==> config.mk <==
export PLATFORM = sky130hd
export DESIGN_NAME = mat_buffer
export DESIGN_NICKNAME = d
export VERILOG_FILES = /design/src/verilog/attn_pkg.sv /design/src/verilog/mem_pkg.sv /design/src/verilog/mat_buffer.sv
export SDC_FILE = /design/constraint.sdc
export NUM_CORES = 1
export LEC_CHECK = 0
export BUFFER_PORTS_ARGS = -buffer_cell sky130_fd_sc_hd__buf_2
export CORE_ASPECT_RATIO = 0.6
export CORE_MARGIN = 2
export CORE_UTILIZATION = 40
export CTS_CLUSTER_SIZE = 40
export DETAILED_ROUTE_END_ITERATION = 7
export PLACE_DENSITY = 0.58
export SETUP_SLACK_MARGIN = 0.3
export SLEW_MARGIN = 20
export SYNTH_ARGS = -nofsm -noshare
export SYNTH_HDL_FRONTEND = slang
export SYNTH_SLANG_ARGS = --single-unit
==> constraint.sdc <==
create_clock -name clk -period 2.72 [get_ports clk]
set_clock_uncertainty 0.1 [all_clocks]
set_input_delay 0.136 -clock clk [delete_from_list [all_inputs] [get_ports clk]]
set_output_delay 0.136 -clock clk [all_outputs]
set_load 0.05 [all_outputs]
==> src/verilog/attn_pkg.sv <==
package attn_pkg;

    localparam int MAT_N     = 4;             // matrix edge, also array size
    localparam int ELEM_W    = 8;
    localparam int ACC_W     = 32;
    localparam int REQ_SHIFT = 5;             // requantization right shift
    localparam int ELEM_MAX  = 127;
    localparam int ELEM_MIN  = -128;
    localparam int SA_LAT    = 3 * MAT_N;     // start to done, in cycles

    // one matrix element and one accumulator
    typedef logic signed [ELEM_W-1:0] elem_t;
    typedef logic signed [ACC_W-1:0]  acc_t;

    // row / column index inside a tile
    typedef logic [$clog2(MAT_N)-1:0] idx_t;

    // systolic step counter, must reach SA_LAT
    typedef logic [$clog2(SA_LAT+1)-1:0] sa_cnt_t;

    // whole tiles, indexed [row][col]
    typedef elem_t [MAT_N-1:0][MAT_N-1:0] mat_t;
    typedef acc_t  [MAT_N-1:0][MAT_N-1:0] acc_mat_t;

endpackage

==> src/verilog/mem_pkg.sv <==
package mem_pkg;

    import attn_pkg::*;

    localparam int NUM_SLOTS = 4;

    // buffer slot code
    typedef enum logic [1:0] {
        SLOT_Q,
        SLOT_K,
        SLOT_V,
        SLOT_O
    } slot_e;

    typedef struct packed {
        logic  rd_en;
        logic  wr_en;
        slot_e slot;
        mat_t  wdata;
    } buf_req_t;

    typedef struct packed {
        logic  rd_vld;
        mat_t  rdata;
        logic  wr_done;
    } buf_rsp_t;

endpackage

==> src/verilog/mat_buffer.sv <==
`timescale 1ns/1ps
module mat_buffer
    import attn_pkg::*;
    import mem_pkg::*;
(
    input  logic     clk   ,
    input  logic     arst_n,
    input  buf_req_t req   ,
    output buf_rsp_t rsp
);

    mat_t slots [NUM_SLOTS];
    logic rd_vld_q;
    logic wr_done_q;
    mat_t rdata_q;

    always_ff @(posedge clk or negedge arst_n) begin
        if (!arst_n) begin
            for (int s = 0; s < NUM_SLOTS; s++) begin
                slots[s] <= '0;
            end
            rd_vld_q  <= 1'b0;
            wr_done_q <= 1'b0;
        end else begin
            rd_vld_q  <= req.rd_en;
            wr_done_q <= req.wr_en;   // slot is updated on this same edge
            if (req.wr_en) begin
                slots[req.slot] <= req.wdata;
            end
        end
    end

    // read sees the contents before a same-cycle write
    always_ff @(posedge clk) begin
        if (req.rd_en) begin
            rdata_q <= slots[req.slot];
        end
    end

    assign rsp.rd_vld  = rd_vld_q;
    assign rsp.rdata   = rdata_q;
    assign rsp.wr_done = wr_done_q;

endmodule

==> impl_summary.log <==
INFO  metric status = completed
INFO  metric gp_congestion = 0.7184
INFO  metric mapped_nets = 1507
INFO  metric critPathRequiredTime = 3.11 ns
INFO  metric timing_max_transition_violations_final = 0
INFO  metric drt-pass1-iter-count = 5
INFO  metric max-slew-margin-rel = 0.5338
INFO  metric layout_cells_sized_above_1 = 0.5681
INFO  metric timing_worst_setup_path_type = in2reg
INFO  metric switching_share = 0.2602
INFO  metric synth_xor_area_frac = 0
INFO  metric crit_path_max_incr_delay = 0.56 ns
INFO  metric rrSetupSlack = 1.50 ns
INFO  metric port_buffers = 263
INFO  metric critical_path.startpoint_type = input pin
INFO  metric clkTransAtPathRegs = 0.06 ns
INFO  metric r2r_end = rsp[123]
INFO  metric floorplan.die.height = 201.3 um
INFO  metric numClockSinks = 642
INFO  metric global_route_usage_over_all_layers = 0.1715
INFO  metric post_layout_minimum_cycle_time = 1.902 ns
INFO  metric synth_compound_area_frac = 0
INFO  metric placementRows = 72
INFO  metric grt_overflow = 0
INFO  metric drt-total-wl = 56.48 mm
INFO  metric synth.lib_cells_used.distinct = 11
INFO  metric power.density_cell_area = 802.9 nW/um^2
INFO  metric reg_to_reg_start = slots[122]
INFO  metric synthesis.yosys.warnings = 0
INFO  metric core_outline_area = 64320 sq um
INFO  metric critPathArrivalTime = 2.29 ns
INFO  metric design.final.nets = 1920
INFO  metric seq_power_share = 0.490
INFO  metric floorplan.die_area = 67030 sq um
INFO  metric finalHoldViolCount = 0
INFO  metric timing.max_cap.violations = 0
INFO  metric tritoncts = yes
INFO  metric syn_area_per_cell = 18.91 sq um
INFO  metric grt_pass1_wl = 90.31 mm
INFO  metric crit_path_cell_trace = dlygate4sd3_1 -> buf_6 -> nand3b_1 -> buf_12 -> buf_12 -> mux2_2
INFO  metric clk_latency = 0.61 ns
INFO  metric adder_cell_area_share_of_the_yosys_netlist = 0
INFO  metric fin_total_pwr = 0.02549 W
INFO  metric antenna_violations_before_repair = 1
INFO  metric drt_first_iter_violations = 708
INFO  metric io_pins = 264
INFO  metric cts_max_path_buffers = 3
INFO  metric cts_setup_buffers = 0
INFO  metric final_antenna_net_count = 0
INFO  metric setup_repair_after_global_routing_missed_its_margin = no
INFO  metric simple_gate_fraction_of_synth_area = 0.001253
INFO  metric areaGrowthSynthToFinish = 22.29%
INFO  metric cts_max_level = 2
INFO  metric yosys-mux-area-fraction = 0.3331
INFO  metric timing.reg2reg.worst_path_depth = 1
INFO  metric hold_path_class = in2async
INFO  metric die_x = 332.9 um
INFO  metric cp_num_buf_inv = 4
INFO  metric endpoint_kind = flip-flop
INFO  metric internal_power = 0.01886 W
INFO  metric detailedPlacementHpwl = 34.07 mm
INFO  metric share_clk_of_total_power = 0.336
INFO  metric cell_area_after_synthesis = 25960 sq um
INFO  metric critical_path.slowest_cell = sky130_fd_sc_hd__dlygate4sd3_1
INFO  metric routed-via-count = 13800
INFO  metric leakagePower = 13.22 nW
INFO  metric drcViolationCount = 0
INFO  metric transition_at_the_pin_with_the_smallest_max_transition_slack = 0.6994 ns
INFO  metric numCtsBuffers = 58
INFO  metric synth.largest_area_cell = sky130_fd_sc_hd__dfrtp_1
INFO  metric main_combinational_cell_family_by_area_after_synthesis = multiplexers
INFO  metric comb_power_share = 0.174
INFO  metric synth_area_leaders = sky130_fd_sc_hd__dfrtp_1 (50%), sky130_fd_sc_hd__mux2_2 (22%), sky130_fd_sc_hd__edfxtp_1 (15%)
INFO  metric crit_path_frequent_cell = sky130_fd_sc_hd__buf_12
INFO  metric avgViaCountPerCell = 5.133
INFO  metric initial_utilization = 0.4036
INFO  metric clk_root_buffer_cell = sky130_fd_sc_hd__clkbuf_16
INFO  metric achievable_freq = 525.8 MHz
INFO  metric syn_inst = 1373
INFO  metric switchingPower = 0.006633 W
INFO  metric netlist.area_leader.share = 0.4954
INFO  metric synth_seq_cells = 642
INFO  metric wire_per_inst = 21.01 um
INFO  metric first_global_vias = 15180
INFO  metric finalSetupTns = 0 ns
INFO  metric worst-path-max-fanout = 34
INFO  metric layout_worst_path_cycle_share = 0.6993
INFO  metric ir_worst_vdd = 0.4663 mV
INFO  metric pin_count_of_the_biggest_net_entering_global_routing = 126
INFO  metric sequential_to_total_area_share_from_yosys_stat = 0.6435
INFO  metric cp_top_family = buffers and inverters
INFO  metric number_of_setup_violations_in_the_final_report = 0
-- layer usage --
layer  vias up  part of all wire  global-route usage
met4         0             0.017             0.03975
met3        75             0.037             0.03152
met5         -                 0                   0
met1      7477              0.48              0.2503
met2       199              0.47              0.2680
li1       6047                 -                   -
-- cell families after synthesis --
family / count (synthesis)
buf+inv: 87
simple gates: 4
mux: 640
flops: 642
-- cell usage after synthesis --
library cell                 n
sky130_fd_sc_hd__nor3b_2     1
sky130_fd_sc_hd__nand3b_1    2
sky130_fd_sc_hd__buf_4      29
sky130_fd_sc_hd__mux2_2    512
sky130_fd_sc_hd__clkbuf_1    1
sky130_fd_sc_hd__buf_2      46
sky130_fd_sc_hd__mux4_2    128
sky130_fd_sc_hd__nand3_1     1
sky130_fd_sc_hd__edfxtp_1  128
sky130_fd_sc_hd__buf_6      11
sky130_fd_sc_hd__dfrtp_1   514
-- stage by stage --
step                cell area, sq um  instances  utilization  worst slack (ns)  hold slack, ns
detailed placement             28400       2444       0.4415            0.7510         0.02802
floorplan                      25960       1373            -             1.166         -0.2596
CTS                            31750       2687       0.4936            0.8419         0.07087
global route                   31750       2688       0.4936            0.7884          0.1014
finish                         31750       2688       0.4936            0.8180          0.1137
global placement               28400       2444       0.4415            0.7676         0.03487
-- how the worst max path moves through the flow --
stage / start / endpoint / slack [ns] / cells after the start
floorplan: req[128] / rsp[10] / 1.17 / 4
global placement: req[129] / slots[286] / 0.77 / 5
detailed placement: req[129] / slots[280] / 0.75 / 5
CTS: req[129] / slots[280] / 0.84 / 6
global route: req[129] / slots[277] / 0.79 / 6
finish: req[129] / slots[372] / 0.82 / 6
-- timing repair --
item | in CTS | in global routing
gates resized for setup | 0 | 0
endpoints found under the hold margin | 843 | 0
setup endpoints to repair | 0 | 0
hold buffers | 133 | 0
-- state kept, by name, summed over array words and instances (netlist names) --
| signal | flops |
|---|---|
| rd_vld_q | 1 |
| wr_done_q | 1 |
| slots | 512 |
| rsp | 128 |
-- power groups by stage --
stage | clock network, W | logic (W) | registers [W]
finish | 0.00855 | 0.00445 | 0.0125
detailed placement | 0 | 0.00436 | 0.0127
CTS | 0.00883 | 0.00452 | 0.0125
global route | 0.00925 | 0.00477 | 0.0127
floorplan | 0 | 0.00228 | 0.0134
global placement | 0 | 0.00423 | 0.0126
-- placed cells by master, fill, tap and decap left out, types with 4 or more instances in the layout --
cell	instances
sky130_fd_sc_hd__dfrtp_1	514
sky130_fd_sc_hd__mux2_2	512
sky130_fd_sc_hd__buf_2	259
sky130_fd_sc_hd__dlygate4sd3_1	132
sky130_fd_sc_hd__mux4_2	128
sky130_fd_sc_hd__edfxtp_1	128
sky130_fd_sc_hd__clkbuf_16	61
sky130_fd_sc_hd__buf_4	24
sky130_fd_sc_hd__buf_12	20
sky130_fd_sc_hd__clkbuf_1	16
sky130_fd_sc_hd__clkinv_2	11
sky130_fd_sc_hd__clkbuf_8	9
sky130_fd_sc_hd__bufinv_16	6
sky130_fd_sc_hd__clkinvlp_4	4
-- layout make-up --
class                   count  area (sq um)
diodes                      1         2.502
clock buffers              86          1710
clock inverters            24         289.0
fillers                  5387         32570
multi-input cells         644          8700
flip-flops and latches    642         16710
well taps                 851          1065
repair buffers            440          3278
Note: power is estimated with default switching activity, not from simulation.
