[config.mk]
export PLATFORM = sky130hd
export DESIGN_NAME = attn_ctrl
export DESIGN_NICKNAME = d
export VERILOG_FILES = /design/src/verilog/attn_pkg.sv /design/src/verilog/mem_pkg.sv /design/src/verilog/attn_ctrl.sv
export SDC_FILE = /design/constraint.sdc
export NUM_CORES = 1
export LEC_CHECK = 0
export ABC_CLOCK_PERIOD_IN_PS = 23600
export BUFFER_PORTS_ARGS = -buffer_cell sky130_fd_sc_hd__clkbuf_2
export CELL_PAD_IN_SITES_DETAIL_PLACEMENT = 0
export CELL_PAD_IN_SITES_GLOBAL_PLACEMENT = 1
export CORE_AREA = 2 2 400 402
export DETAILED_ROUTE_END_ITERATION = 16
export DIE_AREA = 0 0 402 404
export HOLD_SLACK_MARGIN = 0.15
export PLACE_DENSITY = 0.41
export SETUP_SLACK_MARGIN = 0.05
export SYNTH_ARGS = -nofsm -noshare
export SYNTH_HDL_FRONTEND = slang
export SYNTH_SLANG_ARGS = --single-unit
[constraint.sdc]
create_clock -name clk -period 23.6 [get_ports clk]
set_input_delay 4.72 -clock clk [delete_from_list [all_inputs] [get_ports clk]]
set_output_delay 4.72 -clock clk [all_outputs]
set_load 0.01 [all_outputs]
[src/verilog/attn_pkg.sv]
package attn_pkg;

    localparam int MAT_N     = 4;             // matrix edge, also array size
    localparam int ELEM_W    = 8;
    localparam int ACC_W     = 32;
    localparam int REQ_SHIFT = 5;             // requantization right shift
    localparam int ELEM_MAX  = 127;
    localparam int ELEM_MIN  = -128;
    localparam int SA_LAT    = 3 * MAT_N;     // start to done, in cycles

    // one matrix element and one accumulator
    typedef logic signed [ELEM_W-1:0] elem_t;
    typedef logic signed [ACC_W-1:0]  acc_t;

    // row / column index inside a tile
    typedef logic [$clog2(MAT_N)-1:0] idx_t;

    // systolic step counter, must reach SA_LAT
    typedef logic [$clog2(SA_LAT+1)-1:0] sa_cnt_t;

    // whole tiles, indexed [row][col]
    typedef elem_t [MAT_N-1:0][MAT_N-1:0] mat_t;
    typedef acc_t  [MAT_N-1:0][MAT_N-1:0] acc_mat_t;

endpackage

[src/verilog/mem_pkg.sv]
package mem_pkg;

    import attn_pkg::*;

    localparam int NUM_SLOTS = 4;

    // buffer slot code
    typedef enum logic [1:0] {
        SLOT_Q,
        SLOT_K,
        SLOT_V,
        SLOT_O
    } slot_e;

    typedef struct packed {
        logic  rd_en;
        logic  wr_en;
        slot_e slot;
        mat_t  wdata;
    } buf_req_t;

    typedef struct packed {
        logic  rd_vld;
        mat_t  rdata;
        logic  wr_done;
    } buf_rsp_t;

endpackage

[src/verilog/attn_ctrl.sv]
`timescale 1ns/1ps
module attn_ctrl
    import attn_pkg::*;
    import mem_pkg::*;
(
    input  logic     clk       ,
    input  logic     arst_n    ,
    input  logic     attn_start,
    output buf_req_t buf_req   ,
    input  buf_rsp_t buf_rsp   ,
    output logic     sa_start  ,
    output mat_t     sa_x      ,
    output mat_t     sa_w      ,
    input  logic     sa_done   ,
    input  acc_mat_t sa_result ,
    output logic     busy      ,
    output logic     attn_done
);

    typedef enum logic [2:0] {
        ST_IDLE,
        ST_RD_Q,
        ST_RD_K,
        ST_JOB1,
        ST_RD_V,
        ST_JOB2,
        ST_WRITE,
        ST_DONE
    } state_e;

    state_e state;
    state_e state_nxt;
    logic   issued;       // request of this state already sent
    logic   rd_ack;
    logic   wr_ack;
    logic   job_ack;
    logic   step_done;
    mat_t   op_x;         // left operand, Q then requantized S
    mat_t   op_w;         // top operand, K^T then V
    mat_t   res_mat;      // requantized O, goes to the buffer

    function automatic elem_t requant(acc_t a);
        acc_t sh;
        sh = a >>> REQ_SHIFT;   // arithmetic, keeps the sign
        if (sh > acc_t'(ELEM_MAX)) begin
            return elem_t'(ELEM_MAX);
        end
        if (sh < acc_t'(ELEM_MIN)) begin
            return elem_t'(ELEM_MIN);
        end
        return elem_t'(sh);
    endfunction

    function automatic mat_t requant_mat(acc_mat_t m);
        mat_t r;
        for (int i = 0; i < MAT_N; i++) begin
            for (int j = 0; j < MAT_N; j++) begin
                r[i][j] = requant(m[i][j]);
            end
        end
        return r;
    endfunction

    function automatic mat_t transpose(mat_t m);
        mat_t t;
        for (int i = 0; i < MAT_N; i++) begin
            for (int j = 0; j < MAT_N; j++) begin
                t[i][j] = m[j][i];
            end
        end
        return t;
    endfunction

    // a response only counts once our own request went out
    assign rd_ack  = issued && buf_rsp.rd_vld;
    assign wr_ack  = issued && buf_rsp.wr_done;
    assign job_ack = issued && sa_done;

    always_comb begin
        step_done = 1'b0;
        state_nxt = state;
        case (state)
            ST_RD_Q: begin
                step_done = rd_ack;
                state_nxt = ST_RD_K;
            end
            ST_RD_K: begin
                step_done = rd_ack;
                state_nxt = ST_JOB1;
            end
            ST_JOB1: begin
                step_done = job_ack;
                state_nxt = ST_RD_V;
            end
            ST_RD_V: begin
                step_done = rd_ack;
                state_nxt = ST_JOB2;
            end
            ST_JOB2: begin
                step_done = job_ack;
                state_nxt = ST_WRITE;
            end
            ST_WRITE: begin
                step_done = wr_ack;
                state_nxt = ST_DONE;
            end
            default: begin
                step_done = 1'b0;
                state_nxt = state;
            end
        endcase
    end

    always_ff @(posedge clk or negedge arst_n) begin
        if (!arst_n) begin
            state  <= ST_IDLE;
            issued <= 1'b0;
        end else if (state == ST_IDLE || state == ST_DONE) begin
            issued <= 1'b0;
            if (attn_start) begin
                state <= ST_RD_Q;
            end
        end else if (!issued) begin
            issued <= 1'b1;
        end else if (step_done) begin
            issued <= 1'b0;
            state  <= state_nxt;
        end
    end

    // operand capture
    always_ff @(posedge clk) begin
        if (step_done) begin
            case (state)
                ST_RD_Q: op_x    <= buf_rsp.rdata;
                ST_RD_K: op_w    <= transpose(buf_rsp.rdata);
                ST_JOB1: op_x    <= requant_mat(sa_result);   // S feeds job 2
                ST_RD_V: op_w    <= buf_rsp.rdata;
                ST_JOB2: res_mat <= requant_mat(sa_result);
                default: ;
            endcase
        end
    end

    always_comb begin
        buf_req       = '0;
        buf_req.wdata = res_mat;
        case (state)
            ST_RD_Q: begin
                buf_req.rd_en = !issued;
                buf_req.slot  = SLOT_Q;
            end
            ST_RD_K: begin
                buf_req.rd_en = !issued;
                buf_req.slot  = SLOT_K;
            end
            ST_RD_V: begin
                buf_req.rd_en = !issued;
                buf_req.slot  = SLOT_V;
            end
            ST_WRITE: begin
                buf_req.wr_en = !issued;
                buf_req.slot  = SLOT_O;
            end
            default: ;
        endcase
    end

    assign sa_start  = !issued && (state == ST_JOB1 || state == ST_JOB2);
    assign sa_x      = op_x;
    assign sa_w      = op_w;
    assign busy      = (state != ST_IDLE) && (state != ST_DONE);
    assign attn_done = (state == ST_DONE);   // held until the next start

endmodule

==> results.cfg <==
[synth]
synthAdderAreaFrac_pct = 0
syn-cell-area_um2 = 18300
synth_top_area_share_pct = 62.9
ys_seq_area_share_pct = 63.5
ys_warn_count = 0
netlist_instances = 1540
yosys.area_share.simple_pct = 12.5
synth_cell_type_count = 32
synth.area.top_cells = edfxtp_1 (63%), o31ai_1 (4.5%), mux2_2 (4.1%)
synth_seq_cells = 388
synth_compound_area_share_pct = 12.7
synth_top_family_by_area = compound AO/OA/AOI/OAI gates
syn_nets = 2186
synth_mux_area_share_pct = 6.60
synth_xor_area_share_pct = 0.0956
synth_top_area_cell = edfxtp_1
avgSynthCellArea_um2 = 11.9

[sta]
max_clock_freq_mhz = 138
tightest_slew_ns = 1.12
setup_slack_ns = 16.34
finalCritPeriodShare_pct = 30.8
finClkSkew_ns = 0.0223
rsz0062_at_grt = no
maxSlewViolCount = 0
finalSetupTns_ns = 0
relSlewSlack_pct = 25.3
fin_hold_ws_ns = 0.664
setup_viol = 0
hold_viol = 0
period_needed_ns = 7.26

[route]
drc = 0
drt_iter0_drc = 800
wire_per_inst_um = 24.6
wl_mm = 114
postRouteAntennaNets = 0
num_vias = 17300
avgViaCountPerCell = 3.74
dr.pass1.iters = 5

[setup_path]
end_kind = register
required_ns = 23.84
worstSetupPathType = input port to register
cp_max_fo = 46
arrival_ns = 7.50
r2r-start = state[1]
ff2ff_path_depth = 6
rrSetupSlack_ns = 19.80
rr_endpoint = buf_req[101]
crit_path_start_kind = input port

[global_route]
antenna_found_initial = 27
globalRouteTotalUtil_pct = 13.5
grt_max_degree = 113
grt_pass1_wl_mm = 151
grt_pass1_vias = 17500
overflow = 0

[placed_design]
gp_congestion = 0.792
dpl_cell_area_um2 = 25600
dpl_worst_slack_ns = 15.65
dp_hpwl_mm = 89.8
port_buffers = 956
place_inst = 4522

[clock_tree]
holdBufCountCts = 0
clock_latency_ns = 0.63
clk_pin_slew_worst_paths_ns = 0.06
cts_setup_buffers = 0
ctsResizeCount = 0
cts_max_path_buffers = 3
h-tree-depth = 2
numCtsBuffers = 54
cts_tree = built
clock-sinks = 388
cts-root-buf = clkbuf_16

[cells_and_area]
drive_gt1_share_pct = 45.9
finalCoreUtilization_pct = 17.4
final_net_count = 3152
area_growth_pct = 49.7
final_cells = 4628
final_cell_area_um2 = 27400

[floorplan]
dieArea_um2 = 162000
fp.dieH_um = 404
dieWidth_um = 402
start_util_pct = 11.6
row_count = 146
core_um2 = 158000
ios = 1037

[outcome]
outcome = completed

[pwr]
leakagePower_nw = 10.8
p_per_area_nw_per_um2 = 99.3
peakVddDrop_mv = 0.0691
total_power_mw = 2.72

[job]
max_cap_viol_count = 0

[worst_hold_path]
hold_depth = 2
min_to = state[2]
min_path_type = register to register
hp-start = issued
## kinds of logic (layout without fill, tap and decap cells)
group / Yosys count / count (layout)
xor+xnor: 2 / 2
other cells: 0 / 11
compound gates: 393 / 393
mux: 98 / 98
buf+inv: 203 / 1208
simple gates: 456 / 456
flops: 388 / 388
## Yosys cell counts
master	instances
edfxtp_1	384
nand2_1	147
nor3_1	130
inv_1	129
o21ai_0	129
a21oi_1	115
o31ai_1	109
nor4_1	80
mux2_2	67
nand4_1	64
buf_2	39
clkbuf_1	30
mux2_4	29
nand3_1	18
a41oi_1	16
o21ai_1	16
nor2_1	8
buf_6	5
dfrtp_1	4
nor3b_1	3
o31ai_2	3
and2_1	2
mux2i_1	2
o211ai_1	2
xnor2_1	2
a21boi_0	1
a22oi_1	1
a2bb2oi_1	1
and2b_1	1
and3_1	1
nand3b_1	1
or2_1	1
## flip-flops by register name (all words and copies together) (netlist names)
signal,cells
sa_x,128
state,3
buf_req,128
sa_w,128
issued,1
## placed cells by master, fill, tap and decap left out, types with 6 or more instances in the layout
| master | n |
|---|---|
| nor3_1 | 129 |
| bufinv_16 | 8 |
| mux2_4 | 29 |
| o21ai_0 | 129 |
| nor4_1 | 80 |
| inv_1 | 129 |
| buf_4 | 26 |
| clkbuf_2 | 956 |
| a21oi_1 | 115 |
| diode_2 | 11 |
| edfxtp_1 | 384 |
| clkbuf_16 | 54 |
| nand4_1 | 64 |
| a41oi_1 | 11 |
| mux2_2 | 67 |
| nand3_1 | 18 |
| nand2_1 | 147 |
| clkinv_1 | 8 |
| clkbuf_1 | 13 |
| o21ai_1 | 15 |
| o31ai_1 | 109 |
| nor2_1 | 6 |
## layout make-up
cell class,instances,area (um2)
fill,17800,130000
clock inverter,28,362
inverter,129,484
multi-input combinational,949,5920
tap,2072,2590
sequential,388,11600
timing repair buffer,984,5020
clock buffer,67,1400
antenna,11,27.5
## layer usage
metal  GRT usage (%)  share of wire (%)  up-vias
met4            3.06                2.1       18
met2            23.3                 49      666
met1            16.5                 42     8571
li1                -                  -     7933
met5               0               0.10        -
met3            3.66                7.0      114
## power breakdown
| group | leakage [nW] | internal [mW] | switching, mW |
|---|---|---|---|
| combinational | 6.37 | 0.250 | 0.586 |
| clock | 0.851 | 0.505 | 0.354 |
| sequential | 3.56 | 0.976 | 0.0531 |
| total | 10.8 | 1.73 | 0.993 |
## how the worst max path moves through the flow
| stage | start | to | slack, ns | depth (start not counted) |
|---|---|---|---|---|
| 2_1_floorplan | sa_done | buf_req[0] | 8.28 | 4 |
| 3_3_place_gp | buf_rsp[129] | buf_req[91] | 15.65 | 7 |
| 3_5_place_dp | buf_rsp[129] | buf_req[127] | 15.65 | 7 |
| 4_1_cts | state[2] | buf_req[131] | 16.29 | 5 |
| 5_1_grt | buf_rsp[129] | buf_req[127] | 16.15 | 7 |
| 6_report | buf_rsp[129] | buf_req[101] | 16.34 | 7 |
## critical path: stages
cell,delay (ns)
clkbuf_2,0.10
mux2i_1,0.07
o211ai_1,0.32
nand3_1,0.29
nor3b_2,0.41
buf_4,0.71
buf_4,0.69
No activity file was read; power rests on OpenSTA's default activity.
